**src/rtl/rob_pkg.sv**
```systemverilog
package rob_pkg;

   // Default id width for a depth of 8
   parameter int ROB_ID_W = 3;

   typedef logic [ROB_ID_W-1:0] t_rob_id;

   // Captured once at allocation
   typedef struct packed {
      logic [15:0] pc;
      logic [4:0]  rd;
   } t_rob_ent_static;

   // Execute writeback tagged by ROB id
   typedef struct packed {
      t_rob_id robid;
      logic    mispred;
   } t_rob_result;

   typedef struct packed {
      logic ready;
      logic flush_needed;
   } t_rob_ent_dyn;

   // Visible slot contents
   typedef struct packed {
      t_rob_ent_static s;
      t_rob_ent_dyn    d;
   } t_rob_ent;

   // log2 of a power of two depth
   function automatic int rob_id_bits(input int depth);
      int bits;
      bits = $clog2(depth);
      return bits;
   endfunction

endpackage

```
**src/rtl/rob_ctl.sv**
```systemverilog
module rob_ctl
   import rob_pkg::*;
#(
   parameter int ROB_DEPTH = 8
) (
   input  logic                 clk,
   input  logic                 reset,

   input  logic                 alloc_valid,
   input  t_rob_ent             head_ent,
   input  logic                 head_valid,

   output logic [ROB_DEPTH-1:0] alloc_slot,
   output logic [ROB_DEPTH-1:0] retire_now,
   output logic                 flush_now,
   output t_rob_id              head_id,
   output t_rob_id              alloc_id,
   output logic                 full
);

   localparam int ID_W  = rob_id_bits(ROB_DEPTH);
   localparam int CNT_W = ID_W + 1;

   logic [ID_W-1:0]  head_ptr;
   logic [ID_W-1:0]  tail_ptr;
   logic [CNT_W-1:0] count;
   logic [CNT_W-1:0] count_nxt;

   logic alloc_ok;
   logic retire_go;

   // Head decisions
   assign flush_now = head_valid & head_ent.d.flush_needed;
   assign retire_go = head_valid & head_ent.d.ready;

   // Allocation lost on a full ROB or a flush
   assign alloc_ok = alloc_valid & ~full & ~flush_now;

   assign full = (count == CNT_W'(ROB_DEPTH));

   // One-hot strobes to the slot array
   assign alloc_slot = {{(ROB_DEPTH-1){1'b0}}, alloc_ok} << tail_ptr;
   assign retire_now = {{(ROB_DEPTH-1){1'b0}}, retire_go} << head_ptr;

   assign head_id  = t_rob_id'(head_ptr);
   assign alloc_id = t_rob_id'(tail_ptr);

   always_comb begin
      count_nxt = count;
      if (alloc_ok && !retire_go) begin
         count_nxt = count + CNT_W'(1);
      end else if (retire_go && !alloc_ok) begin
         count_nxt = count - CNT_W'(1);
      end
   end

   always_ff @(posedge clk) begin
      if (reset) begin
         head_ptr <= '0;
         tail_ptr <= '0;
         count    <= '0;
      end else if (flush_now) begin
         // Whole window is discarded
         head_ptr <= '0;
         tail_ptr <= '0;
         count    <= '0;
      end else begin
         if (alloc_ok) begin
            tail_ptr <= tail_ptr + ID_W'(1);
         end
         if (retire_go) begin
            head_ptr <= head_ptr + ID_W'(1);
         end
         count <= count_nxt;
      end
   end

endmodule

```
**src/rtl/rob_entry.sv**
```systemverilog
module rob_entry
   import rob_pkg::*;
(
   input  logic            clk,
   input  logic            reset,
   input  t_rob_id         robid,

   input  t_rob_ent_static alloc_s,
   input  logic            alloc,

   input  logic            wb_valid,
   input  t_rob_result     wb_result,

   input  logic            flush_now,
   input  logic            retire,

   output logic            e_valid,
   output t_rob_ent        rob_entry
);

   typedef enum logic [1:0] {
      ENT_IDLE,
      ENT_PEND,
      ENT_READY,
      ENT_FLUSH
   } t_ent_state;

   t_ent_state      state;
   t_ent_state      state_nxt;
   logic            wb_hit;
   t_rob_ent_static s_q;

   // Writeback addressed to this slot
   assign wb_hit = wb_valid & (wb_result.robid == robid);

   always_comb begin
      state_nxt = state;
      case (state)
         ENT_IDLE: begin
            if (alloc) state_nxt = ENT_PEND;
         end
         ENT_PEND: begin
            if (flush_now) state_nxt = ENT_IDLE;
            else if (wb_hit && wb_result.mispred) state_nxt = ENT_FLUSH;
            else if (wb_hit) state_nxt = ENT_READY;
         end
         ENT_READY: begin
            if (flush_now || retire) state_nxt = ENT_IDLE;
         end
         ENT_FLUSH: begin
            if (flush_now) state_nxt = ENT_IDLE;
         end
         default: state_nxt = ENT_IDLE;
      endcase
   end

   always_ff @(posedge clk) begin
      if (reset) state <= ENT_IDLE;
      else state <= state_nxt;
   end

   always_ff @(posedge clk) begin
      if (alloc) s_q <= alloc_s;
   end

   assign e_valid                = (state != ENT_IDLE);
   assign rob_entry.s            = s_q;
   assign rob_entry.d.ready      = (state == ENT_READY);
   assign rob_entry.d.flush_needed = (state == ENT_FLUSH);

endmodule

```
**src/rtl/rob_head_sel.sv**
```systemverilog
module rob_head_sel
   import rob_pkg::*;
#(
   parameter int ROB_DEPTH = 8
) (
   input  logic                           clk,
   input  logic                           reset,

   input  t_rob_ent [ROB_DEPTH-1:0]       ents,
   input  logic [ROB_DEPTH-1:0]           valids,
   input  t_rob_id                        head_id,
   input  logic [ROB_DEPTH-1:0]           retire_now,
   input  logic                           flush_now,

   output t_rob_ent                       head_ent,
   output logic                           head_valid,
   output logic                           retire_valid,
   output t_rob_ent_static                retire_s,
   output logic                           flush_valid,
   output logic [15:0]                    flush_pc
);

   localparam int ID_W = rob_id_bits(ROB_DEPTH);

   logic [ID_W-1:0] head_idx;

   assign head_idx   = head_id[ID_W-1:0];
   assign head_ent   = ents[head_idx];
   assign head_valid = valids[head_idx];

   // Output pulses
   always_ff @(posedge clk) begin
      if (reset) begin
         retire_valid <= 1'b0;
         flush_valid  <= 1'b0;
      end else begin
         retire_valid <= |retire_now;
         flush_valid  <= flush_now;
      end
   end

   always_ff @(posedge clk) begin
      retire_s <= head_ent.s;
      flush_pc <= head_ent.s.pc;
   end

endmodule

```
**src/rtl/rob_top.sv**
```systemverilog
module rob_top
   import rob_pkg::*;
#(
   parameter int ROB_DEPTH = 8
) (
   input  logic            clk,
   input  logic            reset,

   input  logic            alloc_valid,
   input  t_rob_ent_static alloc_s,
   output t_rob_id         alloc_id,
   output logic            full,

   input  logic            wb_valid,
   input  t_rob_result     wb_result,

   output logic            retire_valid,
   output t_rob_ent_static retire_s,
   output logic            flush_valid,
   output logic [15:0]     flush_pc
);

   logic [ROB_DEPTH-1:0]     alloc_slot;
   logic [ROB_DEPTH-1:0]     retire_now;
   logic                     flush_now;
   t_rob_id                  head_id;
   t_rob_ent                 head_ent;
   logic                     head_valid;
   t_rob_ent [ROB_DEPTH-1:0] ents;
   logic [ROB_DEPTH-1:0]     valids;

   rob_ctl #(
      .ROB_DEPTH (ROB_DEPTH)
   ) rob_ctl_i (
      .clk         (clk),
      .reset       (reset),
      .alloc_valid (alloc_valid),
      .head_ent    (head_ent),
      .head_valid  (head_valid),
      .alloc_slot  (alloc_slot),
      .retire_now  (retire_now),
      .flush_now   (flush_now),
      .head_id     (head_id),
      .alloc_id    (alloc_id),
      .full        (full)
   );

   // Slot array
   for (genvar i = 0; i < ROB_DEPTH; i++) begin : g_slot
      rob_entry rob_entry_i (
         .clk       (clk),
         .reset     (reset),
         .robid     (t_rob_id'(i)),
         .alloc_s   (alloc_s),
         .alloc     (alloc_slot[i]),
         .wb_valid  (wb_valid),
         .wb_result (wb_result),
         .flush_now (flush_now),
         .retire    (retire_now[i]),
         .e_valid   (valids[i]),
         .rob_entry (ents[i])
      );
   end

   rob_head_sel #(
      .ROB_DEPTH (ROB_DEPTH)
   ) rob_head_sel_i (
      .clk          (clk),
      .reset        (reset),
      .ents         (ents),
      .valids       (valids),
      .head_id      (head_id),
      .retire_now   (retire_now),
      .flush_now    (flush_now),
      .head_ent     (head_ent),
      .head_valid   (head_valid),
      .retire_valid (retire_valid),
      .retire_s     (retire_s),
      .flush_valid  (flush_valid),
      .flush_pc     (flush_pc)
   );

endmodule

```
**config.mk**
```make
export PLATFORM = sky130hd
export DESIGN_NAME = rob_top
export DESIGN_NICKNAME = d
export VERILOG_FILES = /design/src/rtl/rob_pkg.sv /design/src/rtl/rob_ctl.sv /design/src/rtl/rob_entry.sv /design/src/rtl/rob_head_sel.sv /design/src/rtl/rob_top.sv
export SDC_FILE = /design/constraint.sdc
export NUM_CORES = 1
export LEC_CHECK = 0
export BUFFER_PORTS_ARGS = -buffer_cell sky130_fd_sc_hd__buf_2
export CORE_UTILIZATION = 50
export CTS_CLUSTER_SIZE = 25
export DETAILED_ROUTE_END_ITERATION = 16
export GPL_TIMING_DRIVEN = 0
export PLACE_DENSITY_LB_ADDON = 0.08
export SYNTH_ARGS = -nofsm -noshare
export SYNTH_HDL_FRONTEND = slang
export SYNTH_SLANG_ARGS = --single-unit
```
**constraint.sdc**
```tcl
create_clock -name clk -period 3.6 [get_ports clk]
set_input_delay 0 -clock clk [delete_from_list [all_inputs] [get_ports clk]]
set_output_delay 0 -clock clk [all_outputs]
set_load 0.01 [all_outputs]
```
Word level (Yosys, flattened, before mapping) --
Cells that the tools add are included.
Cells by class: reductions and logical operators 48, bitwise logic cells 14, shifts and indexed selects 2, multiplexer cells 55, equal/unequal tests 64, $lt $le $gt $ge 1, add/subtract/negate cells 4
Operator list (count):
- $mux 2 | 41
- $bmux 23 s3 | 1
- $pmux 2 s4 | 8
- $ne 2x2->1 const B | 24
- $eq 2x2->1 const B | 16
- $reduce_and 4->1 | 8
- $ne 4x2->1 const B | 7
- $mux 23 | 1
- $reduce_bool 2->1 | 9
- $eq 2x1->1 const B | 8
- $logic_not 2->1 | 8
- $shl 1x3->8 | 2
- $and 1x1->1 | 12
- $eq 3x3->1 const B | 4
- $logic_and 1x1->1 | 10
- $logic_or 1x1->1 | 8
- $mux 4 | 2
- $reduce_or 8->1 | 1
- $add 3x1->3 const B | 2
- $eq 3x2->1 const B | 2
- $add 4x1->4 const B | 1
- $eq 4x4->1 const B | 1
- $lt 3x4->1 const B | 1
- $ne 4x1->1 const B | 1
- 8 further kinds | 10
Storage, ports and cells: flip-flop bits (word level) 217, input port bits 29, output and inout port bits 43, logic and storage cells 219

Logic depth before layout (Yosys ltp) --
Gate-level depths: netlist of the first run.
word-level depth 10, gate-level depth with buffers 12, mapped depth without buffers 11

By module --
Synthesis of the first run repeated with hierarchy kept, for this count alone.
Unflattened totals: cell total of the unflattened synthesis 527, area total of the unflattened synthesis 9073.7 sq um
Modules (own cells, without submodules):
- rob_entry | area an instance 783.3 sq um, instances 8, sequential area each 670.6 sq um, cells each 39
- rob_head_sel | area an instance 2109.5 sq um, instances 1, sequential area each 460.4 sq um, cells each 128
- rob_ctl | area an instance 690.7 sq um, instances 1, sequential area each 200.2 sq um, cells each 85
- rob_top | area an instance 7.5 sq um, instances 1, sequential area each 0.0 sq um, cells each 2

Worst setup path after synthesis of the first run --
OpenSTA, ideal clock, no wires.
path type register to register, from register rob_ctl_i.head_ptr[0] (netlist: rob_ctl_i.head_id[0]), to register g_slot[0].rob_entry_i.s_q (netlist bit g_slot[0].rob_entry_i.rob_entry[10]), enable pin, path buffers 1, arrival 3.306 ns, clock period less this slack 3.766 ns, library setup time 0.460 ns, stages on the path, launching flop included 5, setup slack -0.166 ns, data required time 3.140 ns, path through dfxtp_1 > buf_2 > mux4_2 > mux2i_4 > nor4b_1
Between the ends: longest elaborated chain between the ends 6, elaborated cells between the ends (all ways) 8, classes of those cells shift (1); mux (4); bitwise (3)
RTL lines:
- from (decl) | line rob_ctl.sv:24 | logic [ID_W-1:0] head_ptr;
- from (signal assigned) | line rob_ctl.sv:72 | head_ptr <= head_ptr + ID_W'(1);
- $bmux 1 s3 or $bmux 23 s3 (tied branches) | line rob_head_sel.sv:29, rob_head_sel.sv:28
- $mux 1 (not written as such) or $mux 23 (tied branches) | line rob_head_sel.sv:29, rob_head_sel.sv:28
- $and 1x1->1 (*) | line rob_ctl.sv:33 | assign flush_now = head_valid & head_ent.d.flush_needed;
- $not 1->1 (*) | line rob_ctl.sv:37 | assign alloc_ok = alloc_valid & ~full & ~flush_now;
- $and 1x1->1 (*) | line rob_ctl.sv:37
- $shl 1x3->8 (*) | line rob_ctl.sv:42 | assign alloc_slot = {{(ROB_DEPTH-1){1'b0}}, alloc_ok} << tail_ptr;
- named net g_slot[0].rob_entry_i.alloc | line rob_entry.sv:9 | input logic alloc,
- to (signal assigned) | line rob_entry.sv:63 | if (alloc) s_q <= alloc_s;
- to (decl) | line rob_entry.sv:31 | t_rob_ent_static s_q;
The timed path passes the listed nets; every way through them passes the cells marked *. The select of a mux whose other input is x is not followed. A chain may end at the register's enable or synchronous reset.

Worst setup path after layout of the first run --
from register rob_ctl_i.head_ptr[2] (netlist: rob_ctl_i.head_id[2]), to register rob_ctl_i.count[3]
Between the ends: longest elaborated chain between the ends 8, elaborated cells between the ends (all ways) 15, classes of those cells mux (5); bitwise (4); reduce/logical (6)
RTL lines:
- $bmux 1 s3 or $bmux 23 s3 (tied branches) | line rob_head_sel.sv:29, rob_head_sel.sv:28
- $mux 1 (not written as such) or $mux 23 (tied branches) | line rob_head_sel.sv:29, rob_head_sel.sv:28
- $and 1x1->1 | line rob_ctl.sv:33
- $not 1->1 | line rob_ctl.sv:37
- $and 1x1->1 | line rob_ctl.sv:37
- $logic_not 1->1 | line rob_ctl.sv:52 | end else if (retire_go && !alloc_ok) begin
- $logic_and 1x1->1 | line rob_ctl.sv:52
- $reduce_bool 2->1 (no source line)
- to (signal assigned) | line rob_ctl.sv:74 | count <= count_nxt;
- to (decl) | line rob_ctl.sv:26 | logic [CNT_W-1:0] count;
Several ways; a longest one is shown, not always the timed one. The select of a mux whose other input is x is not followed.

==> results of run 1 <==
[power groups by stage]
stage	Clock, mW	Sequential (mW)	Combinational [mW]
after floorplan	0	2.97	0.291
after global placement	0	2.96	0.478
after detailed placement	0	2.96	0.531
after CTS	2.28	2.91	0.561
after global routing	2.38	2.92	0.605
final	2.24	2.90	0.554
[worst paths after layout]
check                           cells past startpoint  slack, ns                         end
worst max-delay path                               10       0.32          rob_ctl_i.count[3]
worst min-delay path                                3       0.26  rob_head_sel_i.flush_valid
worst max register to register                     10       0.32          rob_ctl_i.count[3]
worst min register to register                      2       0.50          rob_ctl_i.count[3]
[critical path: stages, from the launching register on]
cell and delay, ns:
dfxtp_1 0.44, clkbuf_1 0.42, mux4_2 0.59, a21oi_1 0.27
ha_1 0.26, inv_1 0.13, ha_1 0.31, a21o_1 0.21
a2111o_1 0.41, nand4_1 0.09, a21oi_1 0.06
[synth_stat cells, drive strengths merged, types with 7 or more instances]
| master | n |
|---|---|
| a31oi | 10 |
| edfxtp | 168 |
| mux4 | 45 |
| dfxtp | 49 |
| a311oi | 7 |
| a21oi | 15 |
| nor3 | 11 |
| nand2 | 85 |
| nor2 | 30 |
| clkbuf | 14 |
| buf | 25 |
| nor4 | 8 |
[cell families after synthesis]
kind of cell	count (synthesis)
compound gates	48
xor+xnor	4
fa+ha+maj	6
buf+inv	45
flops	217
mux	49
simple gates	165
[registers in the layout, summed over array words and instances (netlist names)]
register,cells
rob_ctl_i.count,4
g_slot.rob_entry_i.state,16
rob_head_sel_i.retire_valid,1
rob_head_sel_i.flush_valid,1
rob_head_sel_i.retire_s,21
rob_ctl_i.head_id,3
g_slot.rob_entry_i.rob_entry,168
rob_ctl_i.alloc_id,3
[final cells by class]
type / count / area [um2]
inverters: 6 / 25.0
fillers: 1252 / 6120
flip-flops and latches: 217 / 6030
clock inverters: 15 / 123
repair buffers: 127 / 880
well taps: 220 / 275
clock buffers: 27 / 612
plain buffers: 39 / 240
multi-input cells: 272 / 2340
[cells in the final DEF (no fill, tap or decap), drive strengths merged, types with 5 or more instances in the layout]
| cell | netlist | final |
|---|---|---|
| buf | 25 | 121 |
| dfxtp | 49 | 49 |
| clkinv | 1 | 9 |
| nand2b | 6 | 6 |
| a31oi | 10 | 10 |
| mux4 | 45 | 45 |
| inv | 5 | 6 |
| nand2 | 85 | 85 |
| clkinvlp | 0 | 5 |
| nor3 | 11 | 11 |
| a311oi | 7 | 7 |
| nor2b | 6 | 6 |
| dlygate4sd3 | 0 | 31 |
| clkbuf | 14 | 41 |
| a21oi | 15 | 15 |
| nor4 | 8 | 8 |
| edfxtp | 168 | 168 |
| ha | 5 | 5 |
| nor2 | 30 | 30 |
[timing repair]
| item | in CTS | in global routing |
|---|---|---|
| gates resized for setup | 0 | 0 |
| hold endpoints to repair | 185 | 0 |
| hold buffers | 31 | 0 |
[routing by layer]
metal / track usage / up-vias / part of all wire
met5: 0 / - / 0
met4: 0.0492 / 0 / 0.020
met3: 0.0318 / 30 / 0.043
met2: 0.344 / 139 / 0.49
met1: 0.298 / 2529 / 0.45
li1: - / 2358 / -
[through the flow]
step,total power [mW],utilization,hold WS [ns],setup slack (ns),cells
floorplan,3.26,-,0.0716,0.00872,534
global placement,3.44,0.553,0.231,-2.57,825
detailed placement,3.49,0.569,0.225,0.302,850
CTS,5.75,0.632,0.247,0.300,923
global route,5.90,0.632,0.288,0.0670,923
finish,5.70,0.632,0.261,0.324,923
==> results_dict.tcl, run 1 <==
set metrics [dict create \
    p_int_mw 4.41 \
    p_clk_frac 0.393 \
    synth_area_mm2 0.00857 \
    p_comb_frac 0.097 \
    drive_gt1_frac 0.302 \
    numCtsBuffers 23 \
    cp-startpoint "rob_ctl_i.head_id[2]" \
    design_area_mm2 0.0105 \
    tightest_slew_ns 0.863 \
    yosys.area_share.xor_xnor 0.00409 \
    r2r-start "rob_ctl_i.head_id[2]" \
    holdCritStartpoint "reset" \
    synthTopCellsByArea "edfxtp_1 (59%), mux4_2 (12%), dfxtp_1 (11%)" \
    synth_compound_area_frac 0.0401 \
    synth_top_area_frac 0.588 \
    grtUsageTotal 0.210 \
    seqPwrFrac 0.510 \
    drc 0 \
    ant_nets 0 \
    antenna_found_initial 0 \
    synth-seq-area-share 0.703 \
    synth_mux_area_frac 0.124 \
    yosys.cell_types.count 48 \
    leakagePower_nw 3.76 \
    p_switching_mw 1.29 \
    finalHoldViolCount 0 \
    wl_per_cell_um 19.3 \
    clock_sinks 217 \
    synth_edf_count 168 \
    grt_pass1_wl_mm 28.1 \
    cts_tree "done" \
    ys_seq_elements 217 \
    dieArea_mm2 0.0177 \
    grt_pass1_vias 5030 \
    syn2layout_area_growth_pct 22.7 \
    h-tree-depth 1 \
    root_buffer "clkbuf_16" \
    grt-ovfl-total 0 \
    drv_slew 0 \
    synthCells 534 \
    tns_ns 0 \
    yosys_warnings 0 \
    synth.net_count 569 \
    setup-violations-final 0 \
    fin_crit_ns 3.28 \
    status "complete, no violations" \
    cp.arrival_ns 3.68 \
    p_per_area_mw_per_mm2 542 \
    antenna_cells 0 \
    hold_class "input pin to flop" \
    port_buffers 71 \
    yosys.area.top_type "edfxtp_1" \
    finalClockSkew_ns 0.0118 \
    fin_crit_sh 0.910 \
    core_mm2 0.0166 \
    initial_core_util 0.515 \
    fp.dieW_um 133 \
    peakVddDrop_uv 505 \
    fmax_ghz 0.305 \
    swShare 0.227 \
    drt-initial-drc-count 406 \
    finalNetCount 721 \
    avgSynthCellArea_um2 16.1 \
    dp_hpwl_mm 12.0 \
    grt_max_degree 15 \
    cts_setup_buffers 0 \
    synth_top_family_by_area "multiplexers" \
    start_kind "flop" \
    insertion_delay_ns 0.51 \
    postPlaceCellArea_mm2 0.00948 \
    num_vias 5056 \
    yosys.area_share.simple 0.0881 \
    rsz0062_at_grt "no" \
    synth_flop_cell "edfxtp_1" \
    synthAdderAreaFrac 0.00963 \
    critPathKind "flop to flop" \
    dr.pass1.iters 5 \
    worst_setup_path_end_kind "flop" \
    ctsLongestPathBuffers 3 \
    die_h_um 133 \
    synthArstFlopShare 0 \
    num_rows 47 \
    cap_violations 0 \
    crit_fanout 10 \
    drt-total-wl_mm 17.8 \
    viasPerCell 5.48 \
    crit_required_ns 4.00 \
    gp_congestion 0.869 \
    pin_count 72 \
    slew_headroom 0.422 \
    clkSlewWorstSetupHoldPaths_ns 0.06 \
]
Note: power is estimated with default switching activity, not from simulation.
==> inputs of run 2 (changes only) <==
Clock period 3.6 ns to 3.9 ns, I/O delays scaled along.
==> run 2 against run 1 <==
Utilization down 0.11 points. Final area down 0.18%. Hold slack better by 0.0012 ns. Critical path type unchanged.
==> results_dict.tcl, run 2 (synthesized netlist as in run 1, its figures left out) <==
set metrics [dict create \
    status "complete, no violations" \
    layout_commonest_cell "edfxtp_1" \
    dr.pass1.iters 5 \
    h-tree-depth 1 \
    gp_congestion 0.850 \
    fin_crit_sh 0.841 \
    final_core_util 0.631 \
    drc 0 \
    fin_crit_ns 3.28 \
    rsz0062_at_grt "no" \
    syn2layout_area_growth_pct 22.5 \
    cap_violations 0 \
    critPathKind "flop to flop" \
    grt_pass1_wl_mm 29.2 \
    rrSetupSlack_ns 0.62 \
    drv_slew 0 \
    numCtsBuffers 23 \
    start_kind "flop" \
    drt-total-wl_mm 18.3 \
    worst_setup_path_end_kind "flop" \
    drive_gt1_frac 0.297 \
    ant_nets 0 \
    grt-ovfl-total 0 \
    num_rows 47 \
    grt_pass1_vias 5205 \
    port_buffers 71 \
    holdWs_ns 0.262 \
    cts_setup_buffers 0 \
    grtUsageTotal 0.219 \
    grt_max_degree 14 \
    min_path_cells 3 \
    core_mm2 0.0166 \
    crit_fanout 10 \
    initial_core_util 0.515 \
    dp_hpwl_mm 12.4 \
    antenna_found_initial 0 \
    r2r-start "rob_ctl_i.head_id[0]" \
    peakVddDrop_uv 369 \
    cts_tree "done" \
    r2r_cells 11 \
    reg2reg_to "rob_ctl_i.count[3]" \
    p_per_area_mw_per_mm2 499 \
    hold_class "input pin to flop" \
    num_vias 5094 \
    antenna_cells 0 \
    finalClockSkew_ns 0.00848 \
    holdPathEnd "rob_head_sel_i.retire_valid" \
    setup-violations-final 0 \
    largest_reg_flops 168 \
    root_buffer "clkbuf_16" \
    cp.arrival_ns 3.66 \
    pin_count 72 \
    crit_required_ns 4.28 \
    slew_headroom 0.298 \
    drt-initial-drc-count 308 \
    finalHoldViolCount 0 \
    clock_sinks 217 \
    leakagePower_nw 3.77 \
    dieArea_mm2 0.0177 \
    insertion_delay_ns 0.50 \
    finalPower_mw 5.24 \
    finalNetCount 722 \
    holdCritStartpoint "reset" \
    tightest_slew_ns 1.04 \
    layout.cells.most_common_list "edfxtp_1 (168), nand2_1 (85), buf_2 (74), dfxtp_1 (49), mux4_2 (45)" \
    fp.dieW_um 133 \
    viasPerCell 5.51 \
    ctsLongestPathBuffers 3 \
    fillers 1216 \
    fmax_ghz 0.305 \
    clkSlewWorstSetupHoldPaths_ns 0.06 \
    cts_resized 0 \
    die_h_um 133 \
    wl_per_cell_um 19.8 \
]
[run 2: cell count changes in the layout (fill, tap and decap cells not counted), sizes merged]
| cell | before | now |
|---|---|---|
| clkinvlp | 5 | 0 |
| clkbuf | 41 | 46 |
| buf | 121 | 122 |
[run 2: critical path, stage by stage, from the launching register on]
cell,delay [ns]
dfxtp_1,0.47
buf_2,0.34
mux4_2,0.43
mux2i_4,0.39
nor2_1,0.10
ha_1,0.24
inv_1,0.16
ha_1,0.26
a21o_1,0.21
a2111o_1,0.42
nand4_1,0.09
a21oi_1,0.06
[run 2: worst max-delay path by stage]
stage | to | cells past startpoint | from
floorplan | g_slot[0].rob_entry_i.rob_entry[10] | 4 | rob_ctl_i.head_id[0]
global placement | g_slot[0].rob_entry_i.rob_entry[21] | 4 | rob_ctl_i.head_id[0]
detailed placement | rob_ctl_i.count[3] | 11 | rob_ctl_i.head_id[0]
CTS | rob_ctl_i.count[3] | 11 | rob_ctl_i.head_id[0]
global route | rob_ctl_i.count[3] | 10 | rob_ctl_i.head_id[2]
finish | rob_ctl_i.count[3] | 11 | rob_ctl_i.head_id[0]
[run 2: through the flow]
stage | worst slack, ns | std cells | area (um2) | TNS [ns]
after floorplan | 0.134 | 534 | 8570 | 0
after global placement | -2.59 | 825 | 9210 | -362.08
after detailed placement | 0.631 | 851 | 9470 | 0
after CTS | 0.612 | 924 | 10500 | 0
after global routing | 0.409 | 924 | 10500 | 0
final | 0.621 | 924 | 10500 | 0
[run 2: what timing repair did]
action                                  CTS  global route
endpoints found under the setup margin    0             0
endpoints found under the hold margin   184             0
hold buffers                             31             0
[run 2: layout make-up]
| type | count | area [um2] | share of cell area |
|---|---|---|---|
| clock inverters | 10 | 71.3 | 0.00679 |
| flip-flops and latches | 217 | 6030 | 0.574 |
| inverters | 6 | 25.0 | 0.00238 |
| well taps | 220 | 275 | 0.0262 |
| multi-input cells | 272 | 2330 | 0.222 |
| plain buffers | 39 | 240 | 0.0229 |
| repair buffers | 128 | 883 | 0.0841 |
| clock buffers | 32 | 649 | 0.0618 |
[run 2: report_power, final]
group / total (mW) / switching (mW) / internal (mW)
Combinational: 0.506 / 0.270 / 0.236
Clock: 2.06 / 0.832 / 1.22
Sequential: 2.68 / 0.0563 / 2.63
Total: 5.24 / 1.16 / 4.09
[run 2: layer usage]
layer | GRT usage | up-vias | part of all wire
li1 | - | 2356 | -
met1 | 0.292 | 2572 | 0.44
met2 | 0.376 | 140 | 0.50
met3 | 0.0330 | 26 | 0.048
met4 | 0.0543 | 0 | 0.017
met5 | 0 | - | 0
==> inputs of run 3 (changes only) <==
Clock period 3.9 ns to 3.2 ns, I/O delays scaled along.
==> run 3 against run 2 <==
Power grew 22%. Setup slack lost 0.42 ns. Register-to-register slack lost 0.42 ns. Fmax grew 9.4%. Hold slack gained 0.0075 ns. Combinational power grew 24%. Via count shrank 0.53%. Routed wire length shrank 2.4%. Count of clock-buffer cells in the layout shrank 5. Highest routed layer unchanged.
==> results_dict.tcl, run 3 (synthesized netlist as in run 1, its figures left out) <==
set metrics [dict create \
    rsz0062_at_grt "no" \
    start_kind "flop" \
    drc 0 \
    crit_path_max_incr_delay_ns 0.55 \
    num_rows 47 \
    finalHoldViolCount 0 \
    clkSlewWorstSetupHoldPaths_ns 0.06 \
    largest_reg_flops 168 \
    gp_congestion 0.869 \
    cp.arrival_ns 3.40 \
    crit_fanout 10 \
    syn2layout_area_growth_pct 23.1 \
    routed-wl-met3_um 856 \
    finalClockSkew_ns 0.00994 \
    finalPower_mw 6.41 \
    worst_setup_path_end_kind "flop" \
    drt-total-wl_mm 17.9 \
    tightest_slew_ns 0.889 \
    peakVddDrop_uv 567 \
    crit_required_ns 3.60 \
    fp.dieW_um 133 \
    leakagePower_nw 3.77 \
    wl_per_cell_um 19.3 \
    port_buffers 71 \
    root_buffer "clkbuf_16" \
    drive_gt1_frac 0.309 \
    grt-ovfl-total 0 \
    crit_path_cell_trace "clkbuf_4 > mux4_2 > a21oi_2 > ha_1 > inv_1 > ha_1 > a21o_1 > a2111o_1 > nand4_1 > a21oi_1" \
    status "complete, no violations" \
    hold_class "input pin to flop" \
    drt-initial-drc-count 389 \
    clock_sinks 217 \
    grt_max_degree 15 \
    top_layer "met4" \
    dp_hpwl_mm 12.0 \
    grt_pass1_vias 5030 \
    fin_crit_sh 0.937 \
    die_h_um 133 \
    p_per_area_mw_per_mm2 608 \
    grt_pass1_wl_mm 28.1 \
    final_core_util 0.634 \
    routedLengthMet1_mm 7.91 \
    cts_tree "done" \
    critPathKind "flop to flop" \
    initial_core_util 0.515 \
    slew_headroom 0.404 \
    ctsLongestPathBuffers 3 \
    grtUsageTotal 0.210 \
    setup-violations-final 0 \
    insertion_delay_ns 0.51 \
    antenna_cells 0 \
    finalNetCount 723 \
    cp_slowest_cell "mux4_2" \
    routed-wl-met2_mm 8.77 \
    fmax_ghz 0.334 \
    fin_crit_ns 3.00 \
    ant_nets 0 \
    antenna_found_initial 0 \
    layout.cells.most_common_list "edfxtp_1 (168), nand2_1 (84), buf_2 (72), dfxtp_1 (48), mux4_2 (45)" \
    numCtsBuffers 23 \
    pin_count 72 \
    dr.pass1.iters 5 \
    viasPerCell 5.48 \
    core_mm2 0.0166 \
    h-tree-depth 1 \
    num_vias 5067 \
    dieArea_mm2 0.0177 \
    cap_violations 0 \
    cp_common_cell "ha_1" \
    drv_slew 0 \
    layout_commonest_cell "edfxtp_1" \
]
-- run 3: changes by cell type in the layout (fill, tap and decap cells not counted), sizes merged --
| cell | before | now |
|---|---|---|
| clkbuf | 46 | 42 |
| clkinvlp | 0 | 5 |
-- run 3: routing by layer --
metal	vias to the layer above	global-route usage
li1	2363	-
met1	2543	0.298
met2	132	0.344
met3	29	0.0318
met4	0	0.0492
met5	-	0
-- run 3: worst max-delay path, delay by kind of cell (launching register included) --
family / cells / cell delay, ns
buffers and inverters: 2 / 0.39
DFF: 1 / 0.44
adders and majority gates: 2 / 0.55
muxes: 1 / 0.55
and+or+nand+nor: 1 / 0.09
AOI/OAI and AO/OA: 4 / 0.89
-- run 3: final cells by class --
cell class	instances	area, um2
Multi-Input combinational cell	272	2350
Sequential cell	217	6030
Clock inverter	15	123
Tap cell	220	275
Inverter	6	25.0
Clock buffer	27	612
Buffer	39	249
Fill cell	1250	6090
Timing Repair Buffer	129	895
-- run 3: worst paths after layout --
check                                                   to  slack, ns                 start  cells after the start
worst max-delay path                    rob_ctl_i.count[3]       0.20  rob_ctl_i.head_id[2]                     10
worst min-delay path            rob_head_sel_i.flush_valid       0.27                 reset                      3
worst max register to register          rob_ctl_i.count[3]       0.20  rob_ctl_i.head_id[2]                     10
worst min register to register          rob_ctl_i.count[3]       0.51    rob_ctl_i.count[3]                      2
-- run 3: power breakdown --
part | internal, mW | switching (mW) | total, mW
registers | 3.20 | 0.0692 | 3.27
clock network | 1.46 | 1.05 | 2.52
logic | 0.295 | 0.332 | 0.626
-- run 3: timing repair --
item / CTS / global route
cloned: 0 / 0
gates resized for setup: 2 / 6
setup endpoints to repair: 1 / 1
buffers inserted: 0 / 2
endpoints found under the hold margin: 185 / 0
pin swaps: 0 / 0
hold buffers: 31 / 0
-- run 3: per-stage QoR --
| step | area [um2] | setup WS (ns) | hold slack, ns | TNS (ns) | instances |
|---|---|---|---|---|---|
| after floorplan | 8580 | -0.391 | 0.0716 | -49.30 | 534 |
| after global placement | 9210 | -2.97 | 0.231 | -399.42 | 825 |
| after detailed placement | 9480 | -0.0976 | 0.225 | -0.0976 | 850 |
| after CTS | 10500 | 0.00174 | 0.247 | 0 | 923 |
| after global routing | 10600 | 0.0118 | 0.288 | 0 | 925 |
| final | 10600 | 0.203 | 0.269 | 0 | 925 |
